File: config.mk
export PLATFORM = sky130hd
export DESIGN_NAME = axi_apb_bridge
export DESIGN_NICKNAME = d
export VERILOG_FILES = /design/src/hdl/bridge_pkg.sv /design/src/hdl/apb_req_if.sv /design/src/hdl/chan_fifo.sv /design/src/hdl/apb_master.sv /design/src/hdl/beat_sequencer.sv /design/src/hdl/axi_apb_bridge.sv
export VERILOG_INCLUDE_DIRS = /design/src /design/src/hdl
export SDC_FILE = /design/constraint.sdc
export NUM_CORES = 1
export LEC_CHECK = 0
export BUFFER_PORTS_ARGS = -buffer_cell sky130_fd_sc_hd__buf_2
export CORE_MARGIN = 2
export CORE_UTILIZATION = 39
export CTS_CLUSTER_SIZE = 20
export DETAILED_ROUTE_END_ITERATION = 8
export SYNTH_ARGS = -nofsm -noshare
export SYNTH_HDL_FRONTEND = slang
export SYNTH_HIERARCHICAL = 1
export SYNTH_SLANG_ARGS = --single-unit
File: constraint.sdc
create_clock -name ACLK -period 6.1 [get_ports ACLK]
set_input_delay 0.61 -clock ACLK [delete_from_list [all_inputs] [get_ports ACLK]]
set_output_delay 0.61 -clock ACLK [all_outputs]
set_load 0.02 [all_outputs]
File: src/hdl/bridge_settings.svh
// ------------------------------------------------
// Build-time sizes of the AXI to APB bridge
// Included by the package and by the bridge top level
// ------------------------------------------------

`ifndef BRIDGE_SETTINGS_SVH
`define BRIDGE_SETTINGS_SVH

// AXI side
`define BRIDGE_AXI_ADDR_W 32   // Full AXI address
`define BRIDGE_ID_W       4    // Transaction ID

// APB side
`define BRIDGE_APB_ADDR_W 12   // 4 KB window per slave
`define BRIDGE_NUM_SLAVES 8    // Selected by address bits 14:12

// Request queues
`define BRIDGE_FIFO_DEPTH 2    // Entries per AXI channel

`endif

File: src/hdl/bridge_pkg.sv
// ------------------------------------------------
// Types shared by the bridge RTL and its testbench
// ------------------------------------------------
`default_nettype none

`include "bridge_settings.svh"

package bridge_pkg;

  typedef logic [`BRIDGE_AXI_ADDR_W-1:0] axi_addr_t;
  typedef logic [`BRIDGE_ID_W-1:0] axi_id_t;
  typedef logic [`BRIDGE_APB_ADDR_W-1:0] apb_addr_t;
  typedef logic [$clog2(`BRIDGE_NUM_SLAVES)-1:0] slave_sel_t;
  typedef logic [31:0] word_t;
  typedef logic [1:0][31:0] dword_t;         // Index 1 is the upper lane

  typedef enum logic [1:0] {
    RESP_OKAY   = 2'b00,
    RESP_EXOKAY = 2'b01,
    RESP_SLVERR = 2'b10,
    RESP_DECERR = 2'b11
  } resp_t;

  // Queued AW or AR request
  typedef struct packed {
    axi_id_t   id;
    axi_addr_t addr;
    logic      is_64;                        // Size 3 access in two APB words
  } addr_req_t;

  typedef dword_t wbeat_t;                   // Queued W beat

  typedef logic [`BRIDGE_NUM_SLAVES-1:0][31:0] slave_words_t;
  typedef logic [`BRIDGE_NUM_SLAVES-1:0] slave_bits_t;

endpackage

`default_nettype wire

File: src/hdl/apb_req_if.sv
// ------------------------------------------------
// Word request path from the beat sequencer to the APB master
// Fields hold steady from req until done
// ------------------------------------------------
`timescale 1ns/1ps
`default_nettype none

interface apb_req_if;
  import bridge_pkg::*;

  logic  req_o;                                          // Held until done
  logic  write_o;
  logic  [$bits(slave_sel_t)+$bits(apb_addr_t)-1:0] addr_o;  // Slave index and offset
  word_t wdata_o;

  logic  done_o;                                         // One cycle as the access ends
  word_t rdata_o;
  logic  err_o;

  modport seq (
    output req_o, write_o, addr_o, wdata_o,
    input  done_o, rdata_o, err_o
  );

  modport mst (
    input  req_o, write_o, addr_o, wdata_o,
    output done_o, rdata_o, err_o
  );

endinterface

`default_nettype wire

File: src/hdl/chan_fifo.sv
// ------------------------------------------------
// Small circular queue for one AXI request channel
// The payload type is set per instance
// ------------------------------------------------
`timescale 1ns/1ps
`default_nettype none

module chan_fifo #(
  parameter type         payload_t = logic,
  parameter int unsigned DEPTH     = 2
) (
  input  logic     ACLK,
  input  logic     ARESETn,
  input  logic     push_valid_i,
  output logic     push_ready_o,
  input  payload_t push_data_i,
  output logic     pop_valid_o,
  input  logic     pop_ready_i,
  output payload_t pop_data_o
);

  localparam int unsigned PTR_W = (DEPTH > 1) ? $clog2(DEPTH) : 1;
  localparam int unsigned CNT_W = $clog2(DEPTH + 1);
  localparam logic [PTR_W-1:0] LAST_PTR = PTR_W'(DEPTH - 1);

  payload_t         mem [DEPTH];
  logic [PTR_W-1:0] wr_ptr;
  logic [PTR_W-1:0] rd_ptr;
  logic [CNT_W-1:0] count;
  logic             push;
  logic             pop;

  assign push_ready_o = (count != CNT_W'(DEPTH));   // Not full
  assign pop_valid_o  = (count != '0);               // Not empty
  assign pop_data_o   = mem[rd_ptr];
  assign push         = push_valid_i && push_ready_o;
  assign pop          = pop_valid_o && pop_ready_i;

  always_ff @(posedge ACLK or negedge ARESETn)
  begin
    if (!ARESETn)
    begin
      wr_ptr <= '0;
      rd_ptr <= '0;
      count  <= '0;
    end
    else
    begin
      if (push)
        wr_ptr <= (wr_ptr == LAST_PTR) ? '0 : wr_ptr + 1'b1;
      if (pop)
        rd_ptr <= (rd_ptr == LAST_PTR) ? '0 : rd_ptr + 1'b1;
      if (push && !pop)
        count <= count + 1'b1;
      else if (pop && !push)
        count <= count - 1'b1;
    end
  end

  always_ff @(posedge ACLK)
  begin
    if (push)
      mem[wr_ptr] <= push_data_i;
  end

endmodule

`default_nettype wire

File: src/hdl/apb_master.sv
// ------------------------------------------------
// APB3 master with separate setup and access phases
// Decodes PSEL and returns the addressed slave's response
// ------------------------------------------------
`timescale 1ns/1ps
`default_nettype none

module apb_master (
  input  logic                     ACLK,
  input  logic                     ARESETn,
  apb_req_if.mst                   req,
  output bridge_pkg::apb_addr_t    paddr_o,
  output bridge_pkg::slave_bits_t  psel_o,
  output logic                     penable_o,
  output logic                     pwrite_o,
  output bridge_pkg::word_t        pwdata_o,
  input  bridge_pkg::slave_words_t prdata_i,
  input  bridge_pkg::slave_bits_t  pready_i,
  input  bridge_pkg::slave_bits_t  pslverr_i
);
  import bridge_pkg::*;

  typedef enum logic [1:0] {
    M_IDLE,
    M_SETUP,
    M_ACCESS
  } mst_state_t;

  mst_state_t state_q;
  mst_state_t state_d;
  slave_sel_t sel;
  apb_addr_t  offset;
  logic       pready_sel;

  assign {sel, offset} = req.addr_o;

  // ------------------------------------------------
  // Bus outputs
  // ------------------------------------------------
  assign paddr_o    = offset;
  assign pwrite_o   = req.write_o;
  assign pwdata_o   = req.wdata_o;
  assign penable_o  = (state_q == M_ACCESS);
  assign pready_sel = pready_i[sel];

  always_comb
  begin
    psel_o = '0;
    if (state_q != M_IDLE)
      psel_o[sel] = 1'b1;                   // One-hot during setup and access
  end

  assign req.done_o  = (state_q == M_ACCESS) && pready_sel;
  assign req.rdata_o = prdata_i[sel];
  assign req.err_o   = pslverr_i[sel];

  // ------------------------------------------------
  // Phase sequencing
  // ------------------------------------------------
  always_comb
  begin
    state_d = state_q;
    case (state_q)
      M_IDLE:   if (req.req_o) state_d = M_SETUP;
      M_SETUP:  state_d = M_ACCESS;         // Setup lasts one cycle
      M_ACCESS: if (pready_sel) state_d = M_IDLE;
      default:  state_d = M_IDLE;
    endcase
  end

  always_ff @(posedge ACLK or negedge ARESETn)
  begin
    if (!ARESETn)
      state_q <= M_IDLE;
    else
      state_q <= state_d;
  end

endmodule

`default_nettype wire

File: src/hdl/beat_sequencer.sv
// ------------------------------------------------
// Picks one queued AXI request at a time, splits it into APB words
// and holds the B or R response until the master accepts it
// ------------------------------------------------
`timescale 1ns/1ps
`default_nettype none

module beat_sequencer (
  input  logic                  ACLK,
  input  logic                  ARESETn,
  input  logic                  aw_valid_i,
  output logic                  aw_ready_o,
  input  bridge_pkg::addr_req_t aw_i,
  input  logic                  w_valid_i,
  output logic                  w_ready_o,
  input  bridge_pkg::wbeat_t    w_i,
  input  logic                  ar_valid_i,
  output logic                  ar_ready_o,
  input  bridge_pkg::addr_req_t ar_i,
  apb_req_if.seq                apb,
  output bridge_pkg::axi_id_t   bid_o,
  output bridge_pkg::resp_t     bresp_o,
  output logic                  bvalid_o,
  input  logic                  bready_i,
  output bridge_pkg::axi_id_t   rid_o,
  output bridge_pkg::dword_t    rdata_o,
  output bridge_pkg::resp_t     rresp_o,
  output logic                  rvalid_o,
  input  logic                  rready_i
);
  import bridge_pkg::*;

  typedef enum logic [2:0] {
    S_IDLE,
    S_WORD0,
    S_WORD1,
    S_BRESP,
    S_RRESP
  } seq_state_t;

  seq_state_t state_q;
  seq_state_t state_d;
  seq_state_t resp_state;
  logic       write_q;                          // Current access is a write
  logic       err_q;                            // PSLVERR seen on any word
  addr_req_t  cur_q;
  wbeat_t     wbeat_q;
  dword_t     rdata_q;
  logic       start_rd;
  logic       start_wr;
  logic       lane;
  apb_addr_t  base_off;
  slave_sel_t sel;

  // Reads win over writes at the queue heads
  assign start_rd   = (state_q == S_IDLE) && ar_valid_i;
  assign start_wr   = (state_q == S_IDLE) && !ar_valid_i && aw_valid_i && w_valid_i;
  assign ar_ready_o = start_rd;
  assign aw_ready_o = start_wr;                 // AW and W leave together
  assign w_ready_o  = start_wr;

  // ------------------------------------------------
  // Word request fields
  // ------------------------------------------------
  assign base_off = cur_q.addr[$bits(apb_addr_t)-1:0];
  assign sel      = cur_q.addr[$bits(apb_addr_t) +: $bits(slave_sel_t)];
  assign lane     = cur_q.is_64 ? (state_q == S_WORD1) : cur_q.addr[2];

  assign apb.req_o   = (state_q == S_WORD0) || (state_q == S_WORD1);
  assign apb.write_o = write_q;
  assign apb.addr_o  = {sel, (state_q == S_WORD1) ? base_off + apb_addr_t'(4) : base_off};
  assign apb.wdata_o = wbeat_q[lane];

  // ------------------------------------------------
  // AXI responses
  // ------------------------------------------------
  assign bvalid_o = (state_q == S_BRESP);
  assign bid_o    = cur_q.id;
  assign bresp_o  = err_q ? RESP_SLVERR : RESP_OKAY;
  assign rvalid_o = (state_q == S_RRESP);
  assign rid_o    = cur_q.id;
  assign rdata_o  = rdata_q;
  assign rresp_o  = err_q ? RESP_SLVERR : RESP_OKAY;

  assign resp_state = write_q ? S_BRESP : S_RRESP;

  always_comb
  begin
    state_d = state_q;
    case (state_q)
      S_IDLE:  if (start_rd || start_wr) state_d = S_WORD0;
      S_WORD0: if (apb.done_o) state_d = cur_q.is_64 ? S_WORD1 : resp_state;
      S_WORD1: if (apb.done_o) state_d = resp_state;
      S_BRESP: if (bready_i) state_d = S_IDLE;
      S_RRESP: if (rready_i) state_d = S_IDLE;
      default: state_d = S_IDLE;
    endcase
  end

  always_ff @(posedge ACLK or negedge ARESETn)
  begin
    if (!ARESETn)
    begin
      state_q <= S_IDLE;
      write_q <= 1'b0;
      err_q   <= 1'b0;
    end
    else
    begin
      state_q <= state_d;
      if (start_rd || start_wr)
      begin
        write_q <= start_wr;
        err_q   <= 1'b0;
      end
      else if (apb.done_o)
        err_q <= err_q | apb.err_o;           // Any failing word fails the access
    end
  end

  // Request, write beat and gathered read words
  always_ff @(posedge ACLK)
  begin
    if (start_rd)
    begin
      cur_q   <= ar_i;
      rdata_q <= '0;                          // Unused lane reads as zero
    end
    else if (start_wr)
    begin
      cur_q   <= aw_i;
      wbeat_q <= w_i;
    end
    if (apb.done_o && !write_q)
      rdata_q[lane] <= apb.rdata_o;
  end

endmodule

`default_nettype wire

File: src/hdl/axi_apb_bridge.sv
// ------------------------------------------------
// AXI4 single-beat slave to APB3 master bridge, top level
// Queues AW, W and AR, then serves one access at a time
// ------------------------------------------------
`timescale 1ns/1ps
`default_nettype none

`include "bridge_settings.svh"

module axi_apb_bridge (
  input  logic                     ACLK,
  input  logic                     ARESETn,
  // Write address
  input  bridge_pkg::axi_id_t      awid_i,
  input  bridge_pkg::axi_addr_t    awaddr_i,
  input  logic [2:0]               awsize_i,
  input  logic                     awvalid_i,
  output logic                     awready_o,
  // Write data
  input  bridge_pkg::dword_t       wdata_i,
  input  logic                     wvalid_i,
  output logic                     wready_o,
  // Write response
  output bridge_pkg::axi_id_t      bid_o,
  output bridge_pkg::resp_t        bresp_o,
  output logic                     bvalid_o,
  input  logic                     bready_i,
  // Read address
  input  bridge_pkg::axi_id_t      arid_i,
  input  bridge_pkg::axi_addr_t    araddr_i,
  input  logic [2:0]               arsize_i,
  input  logic                     arvalid_i,
  output logic                     arready_o,
  // Read data
  output bridge_pkg::axi_id_t      rid_o,
  output bridge_pkg::dword_t       rdata_o,
  output bridge_pkg::resp_t        rresp_o,
  output logic                     rvalid_o,
  input  logic                     rready_i,
  // APB
  output bridge_pkg::apb_addr_t    paddr_o,
  output bridge_pkg::slave_bits_t  psel_o,
  output logic                     penable_o,
  output logic                     pwrite_o,
  output bridge_pkg::word_t        pwdata_o,
  input  bridge_pkg::slave_words_t prdata_i,
  input  bridge_pkg::slave_bits_t  pready_i,
  input  bridge_pkg::slave_bits_t  pslverr_i
);
  import bridge_pkg::*;

  localparam logic [2:0] SIZE_64 = 3'd3;

  addr_req_t aw_push;
  addr_req_t ar_push;
  addr_req_t aw_head;
  addr_req_t ar_head;
  wbeat_t    w_head;
  logic      aw_head_valid, aw_pop;
  logic      w_head_valid, w_pop;
  logic      ar_head_valid, ar_pop;

  assign aw_push = '{id: awid_i, addr: awaddr_i, is_64: (awsize_i == SIZE_64)};
  assign ar_push = '{id: arid_i, addr: araddr_i, is_64: (arsize_i == SIZE_64)};

  // ------------------------------------------------
  // Request queues
  // ------------------------------------------------
  chan_fifo #(.payload_t(addr_req_t), .DEPTH(`BRIDGE_FIFO_DEPTH)) aw_q (
    .ACLK(ACLK), .ARESETn(ARESETn),
    .push_valid_i(awvalid_i), .push_ready_o(awready_o), .push_data_i(aw_push),
    .pop_valid_o(aw_head_valid), .pop_ready_i(aw_pop), .pop_data_o(aw_head)
  );

  chan_fifo #(.payload_t(wbeat_t), .DEPTH(`BRIDGE_FIFO_DEPTH)) w_q (
    .ACLK(ACLK), .ARESETn(ARESETn),
    .push_valid_i(wvalid_i), .push_ready_o(wready_o), .push_data_i(wdata_i),
    .pop_valid_o(w_head_valid), .pop_ready_i(w_pop), .pop_data_o(w_head)
  );

  chan_fifo #(.payload_t(addr_req_t), .DEPTH(`BRIDGE_FIFO_DEPTH)) ar_q (
    .ACLK(ACLK), .ARESETn(ARESETn),
    .push_valid_i(arvalid_i), .push_ready_o(arready_o), .push_data_i(ar_push),
    .pop_valid_o(ar_head_valid), .pop_ready_i(ar_pop), .pop_data_o(ar_head)
  );

  // ------------------------------------------------
  // Sequencer and APB master
  // ------------------------------------------------
  apb_req_if apb_if ();

  beat_sequencer i_beat_sequencer (
    .ACLK(ACLK), .ARESETn(ARESETn),
    .aw_valid_i(aw_head_valid), .aw_ready_o(aw_pop), .aw_i(aw_head),
    .w_valid_i(w_head_valid), .w_ready_o(w_pop), .w_i(w_head),
    .ar_valid_i(ar_head_valid), .ar_ready_o(ar_pop), .ar_i(ar_head),
    .apb(apb_if.seq),
    .bid_o(bid_o), .bresp_o(bresp_o), .bvalid_o(bvalid_o), .bready_i(bready_i),
    .rid_o(rid_o), .rdata_o(rdata_o), .rresp_o(rresp_o), .rvalid_o(rvalid_o),
    .rready_i(rready_i)
  );

  apb_master i_apb_master (
    .ACLK(ACLK), .ARESETn(ARESETn),
    .req(apb_if.mst),
    .paddr_o(paddr_o), .psel_o(psel_o), .penable_o(penable_o), .pwrite_o(pwrite_o),
    .pwdata_o(pwdata_o), .prdata_i(prdata_i), .pready_i(pready_i),
    .pslverr_i(pslverr_i)
  );

endmodule

`default_nettype wire

==> impl_metrics.yaml, run 1 <==
die:
  die_width_um: 215
  ios: 556
  die_area_um2: 46400
  core_area_um2: 44100
  die_y_um: 215
  rows: 77
  start_util_pct: 39.5
power_and_ir_drop:
  p_per_area_nw_per_um2: 515
  peakVddDrop_mv: 0.323
  leakage_nw: 8.76
grt:
  grt_pass1_wl_mm: 76.9
  grt-ovfl-total: 0
  grt_max_degree: 86
  antenna_found_initial: 27
  first_global_vias: 11898
  grt_usage_pct: 22.5
drt:
  routedWlPerCell_um: 23.1
  viasPerCell: 5.11
  drc: 0
  ant_nets: 0
  routed_wl_mm: 53.9
  drt-pass1-iter-count: 7
  vias: 11946
  drt_iter0_markers: 719
sta:
  worst_pin_slew_ns: 1.18
  layout_min_cycle_time_ns: 4.57
  period_share_pct: 74.9
  fin_ws_ns: 1.53
  fmax_ghz: 0.219
  rsz0062_at_grt: "no"
  skew_ns: 0.0160
  finalSetupViolCount: 0
  drv_slew: 0
  slew_headroom_pct: 21.6
  fin_setup_tns_ns: 0
  hold_violations: 0
worst_setup_path:
  start_kind: "register"
  required_ns: 6.47
  cp_num_buf_inv: 0
  critPathArrivalTime_ns: 4.94
  crit_fanout: 64
  cp_cell_sequence: "mux2i_1 > mux4_2 > nor2b_1 > nor2b_4 > o21a_2 > o21ai_0"
  critPathMaxStageDelay_ns: 1.04
  crit_path_end_kind: "register"
  crit_type: "register to register"
  slowest_stage: "o21a_2"
  crit_family: "compound AO/OA/AOI/OAI gates"
clock_tree:
  htreeDepth: 2
  cts.clk_slew.worst_paths_ns: 0.06
  cts_tree: "done"
  clock-sinks: 375
  numCtsBuffers: 40
  cts_resized: 0
  hold_buffers: 0
  clockBufferDepth: 3
  cts_setup_buffers: 0
  root_buffer: "clkbuf_16"
  clk_latency_ns: 0.55
hold_path:
  hold_class: "input pin to asynchronous set/reset pin"
logic_synthesis:
  syn_area_um2: 17400
  synth_area_per_cell_um2: 13.6
  ys.warnings.count: 6
  syn_inst: 1277
job:
  cap_violations: 0
placement:
  numPortBuffers: 519
  dp_hpwl_mm: 40.5
  place_ws_ns: 1.56
  gp_congestion: 0.982
finish:
  nets: 2130
  fill_cells: 4088
  drive_above_1_share_pct: 45.8
  area_growth_pct: 21.1
run_status:
  status: "complete, no violations"
==> path summary, 6_finish.rpt <==
| check | from | to | slack [ns] | cells after the start |
|---|---|---|---|---|
| worst max-delay path | i_beat_sequencer/apb.addr_o[12] | i_beat_sequencer/rdata_o[34] | 1.53 | 6 |
| worst min register to register | i_beat_sequencer/rdata_o[2] | i_beat_sequencer/rdata_o[2] | 0.44 | 2 |
| worst max register to register | i_beat_sequencer/apb.addr_o[12] | i_beat_sequencer/rdata_o[34] | 1.53 | 6 |
| max in group asynchronous | ARESETn | w_q/rd_ptr | 5.69 | 1 |
| worst min-delay path | ARESETn | w_q/count[0] | 0.02 | 1 |
| min in group ACLK | wdata_i[37] | w_q/mem[1][37] | 0.24 | 1 |
==> cell usage in the layout, fill, tap and decap left out, types with 13 or more instances in the layout <==
| master | count |
|---|---|
| buf_2 | 519 |
| edfxtp_1 | 292 |
| nand2_1 | 216 |
| mux2_2 | 76 |
| mux2_4 | 70 |
| dfxtp_1 | 64 |
| nand3_1 | 55 |
| clkbuf_16 | 40 |
| o21ai_0 | 37 |
| a221oi_1 | 30 |
| mux4_2 | 28 |
| nor2_1 | 27 |
| mux2i_1 | 20 |
| nand3_2 | 20 |
| dfrtp_1 | 18 |
| xnor2_1 | 17 |
| diode_2 | 16 |
| buf_4 | 13 |
==> cell type report <==
class	count	area [um^2]	share of cell area, %
multi-input cells	748	5880	27.9
clock buffers	52	1050	4.96
clock inverters	16	139	0.658
flip-flops and latches	375	10500	49.9
well taps	592	741	3.51
repair buffers	532	2700	12.8
inverters	8	30.0	0.142
diodes	16	40.0	0.190
==> state kept, by name, indices dropped and copies added (netlist names), 2 cells and up <==
name	count
i_beat_sequencer/bid_o	4
ar_q/mem	40
i_beat_sequencer/base_off	12
i_beat_sequencer/wbeat_q	64
w_q/count	2
w_q/mem	128
ar_q/count	2
i_beat_sequencer/apb.addr_o	3
i_beat_sequencer/rdata_o	64
i_apb_master/state_q	2
aw_q/count	2
i_beat_sequencer/state_q	3
aw_q/mem	40
==> per-layer routing <==
metal	up-vias	track usage (%)	routed length (um)	share of wire [%]
li1	5499	-	-	-
met1	5829	26.0	20500	38
met2	519	40.0	27700	51
met3	89	5.19	3600	6.7
met4	10	9.54	2010	3.7
met5	-	0	71	0.13
==> metrics by stage <==
stage / instances / total power [mW] / area [um^2] / hold slack (ns) / utilization [%]
finish: 2339 / 10.9 / 21100 / 0.0190 / 47.8
global route: 2335 / 11.4 / 21100 / 0.0412 / 47.8
CTS: 2323 / 11.0 / 21100 / 0.00769 / 47.7
detailed placement: 2255 / 8.73 / 19900 / 0.436 / 45.0
global placement: 2255 / 8.67 / 19900 / 0.439 / 45.0
floorplan: 1278 / 7.60 / 17400 / 0.314 / -
==> power breakdown <==
part	total (mW)	switching, mW	leakage, nW	internal (mW)
Sequential	4.08	0.447	3.45	3.63
Clock	2.22	0.959	0.576	1.26
Combinational	4.57	2.80	4.74	1.76
Power figures use the tool's default switching activity.
==> inputs of run 2 (changes only) <==
Clock period 6.1 ns to 3.8 ns, I/O delays scaled along.
==> run 2 against run 1 <==
Worst hold slack better by 0.0038 ns. Sequential cell count stayed put. Sequential share of layout area is 2.4 points lower. Final cell count is 4.8% higher. Global-route usage is 0.87 points higher.
==> impl_metrics.yaml, run 2 (synthesized netlist as in run 1, its figures left out) <==
sta:
  period_share_pct: 95.4
  drv_slew: 0
  finalSetupViolCount: 0
  fin_hold_ws_ns: 0.0229
  worst_pin_slew_ns: 1.12
  fmax_ghz: 0.276
  hold_violations: 0
  slew_headroom_pct: 25.4
  rsz0062_at_grt: "no"
  layout_min_cycle_time_ns: 3.62
  skew_ns: 0.0121
  fin_setup_tns_ns: 0
  fin_ws_ns: 0.176
placement:
  place_ws_ns: 0.373
  dp_hpwl_mm: 41.8
  gp_congestion: 0.933
  placed_cell_area_um2: 20000
  numPortBuffers: 519
drt:
  routed_wl_mm: 55.3
  drt_iter0_markers: 737
  drc: 0
  viasPerCell: 5.00
  ant_nets: 0
  routedWlPerCell_um: 22.6
  vias: 12255
  drt-pass1-iter-count: 5
grt:
  grt_pass1_wl_mm: 80.0
  first_global_vias: 12566
  grt_max_degree: 76
  grt-ovfl-total: 0
  grt_usage_pct: 23.4
  antenna_found_initial: 26
power_and_ir_drop:
  combPwrFrac_pct: 42.5
  clockPowerShare_pct: 20.4
  p_per_area_nw_per_um2: 794
  seqPwrFrac_pct: 37.1
  leakage_nw: 9.23
  switchingPower_mw: 6.80
  p_int_mw: 10.8
  power_mw: 17.6
  switching_share_pct: 38.6
  peakVddDrop_mv: 0.499
worst_setup_path:
  crit_type: "register to output port"
  required_ns: 3.42
  critPathArrivalTime_ns: 3.24
  reg2regPathDepth: 8
  rr_startpoint: "i_beat_sequencer/apb.addr_o[12]"
  crit_path_end_kind: "output port"
  crit_fanout: 64
  start_kind: "register"
  crit_end: "psel_o[6]"
  reg2reg_slack_ns: 0.45
  r2r_end: "i_beat_sequencer/rdata_o[53]"
  critPathLaunch: "i_beat_sequencer/apb.addr_o[12]"
clock_tree:
  clk_latency_ns: 0.56
  clock-sinks: 375
  htreeDepth: 2
  cts_tree: "done"
  cts_setup_buffers: 0
  numCtsBuffers: 40
  cts.clk_slew.worst_paths_ns: 0.06
  clockBufferDepth: 3
  root_buffer: "clkbuf_16"
finish:
  fin_area_um2: 22200
  regMostFlops: "w_q/mem"
  drive_above_1_share_pct: 43.6
  nets: 2237
  final_common_cell: "buf_2"
  area_growth_pct: 27.3
  mostFrequentLayoutCells: "buf_2 (519), edfxtp_1 (292), nand2_1 (216)"
  largest_register_ffs: 128
die:
  die_width_um: 215
  core_area_um2: 44100
  die_y_um: 215
  ios: 556
  start_util_pct: 39.5
  rows: 77
  die_area_um2: 46400
job:
  cap_violations: 0
hold_path:
  hold_class: "input pin to register"
run_status:
  status: "complete, no violations"
## run 2: worst min-delay path by stage
stage          startpoint              end  slack, ns  cells after the start
6_report        awid_i[0]  aw_q/mem[0][33]       0.02                      1
5_1_grt         awid_i[0]  aw_q/mem[0][33]      0.007                      1
4_1_cts         awid_i[0]  aw_q/mem[0][33]     0.0003                      1
3_5_place_dp      ARESETn       w_q/wr_ptr       0.37                      1
3_3_place_gp      ARESETn       w_q/wr_ptr       0.37                      1
2_1_floorplan     ARESETn    ar_q/count[0]       0.08                      0
## run 2: per-layer routing
layer | part of all wire, % | routed length (um) | track usage [%] | vias up
li1 | - | - | - | 5719
met1 | 37 | 20600 | 26.5 | 5952
met2 | 51 | 28400 | 41.9 | 469
met3 | 6.3 | 3510 | 4.86 | 111
met4 | 5.0 | 2780 | 11.4 | 4
met5 | 0.042 | 23 | 0 | -
## run 2: power by group through the flow
stage	Clock [mW]	Sequential, mW	Combinational, mW
3_5_place_dp	0	6.63	7.48
6_report	3.59	6.54	7.48
4_1_cts	3.69	6.55	7.59
2_1_floorplan	0	6.58	5.61
3_3_place_gp	0	6.58	7.42
5_1_grt	3.84	6.67	8.07
## run 2: what timing repair did
action | in CTS | in global routing
resized for setup | 0 | 0
hold buffers | 98 | 0
endpoints found under the hold margin | 212 | 0
## run 2: cell type report
class	instances	area, um^2
Fill cell	3952	21900
Timing Repair Buffer	639	3760
Clock inverter	20	154
Clock buffer	51	1050
Inverter	8	30.0
Multi-Input combinational cell	748	5880
Sequential cell	375	10500
Tap cell	592	741
Antenna cell	18	45.0
## run 2: critical path, stage by stage (launching register included)
cell and delay, ns:
edfxtp_1 0.71, buf_4 0.69, inv_1 0.52, buf_4 0.33, nand2_1 0.09, nor2_1 0.05
buf_2 0.20
## run 2: per-stage QoR
stage          util, %  instances
6_report          50.3       2451
5_1_grt           50.2       2446
4_1_cts           50.2       2433
3_5_place_dp      45.2       2264
3_3_place_gp      45.2       2264
2_1_floorplan        -       1278
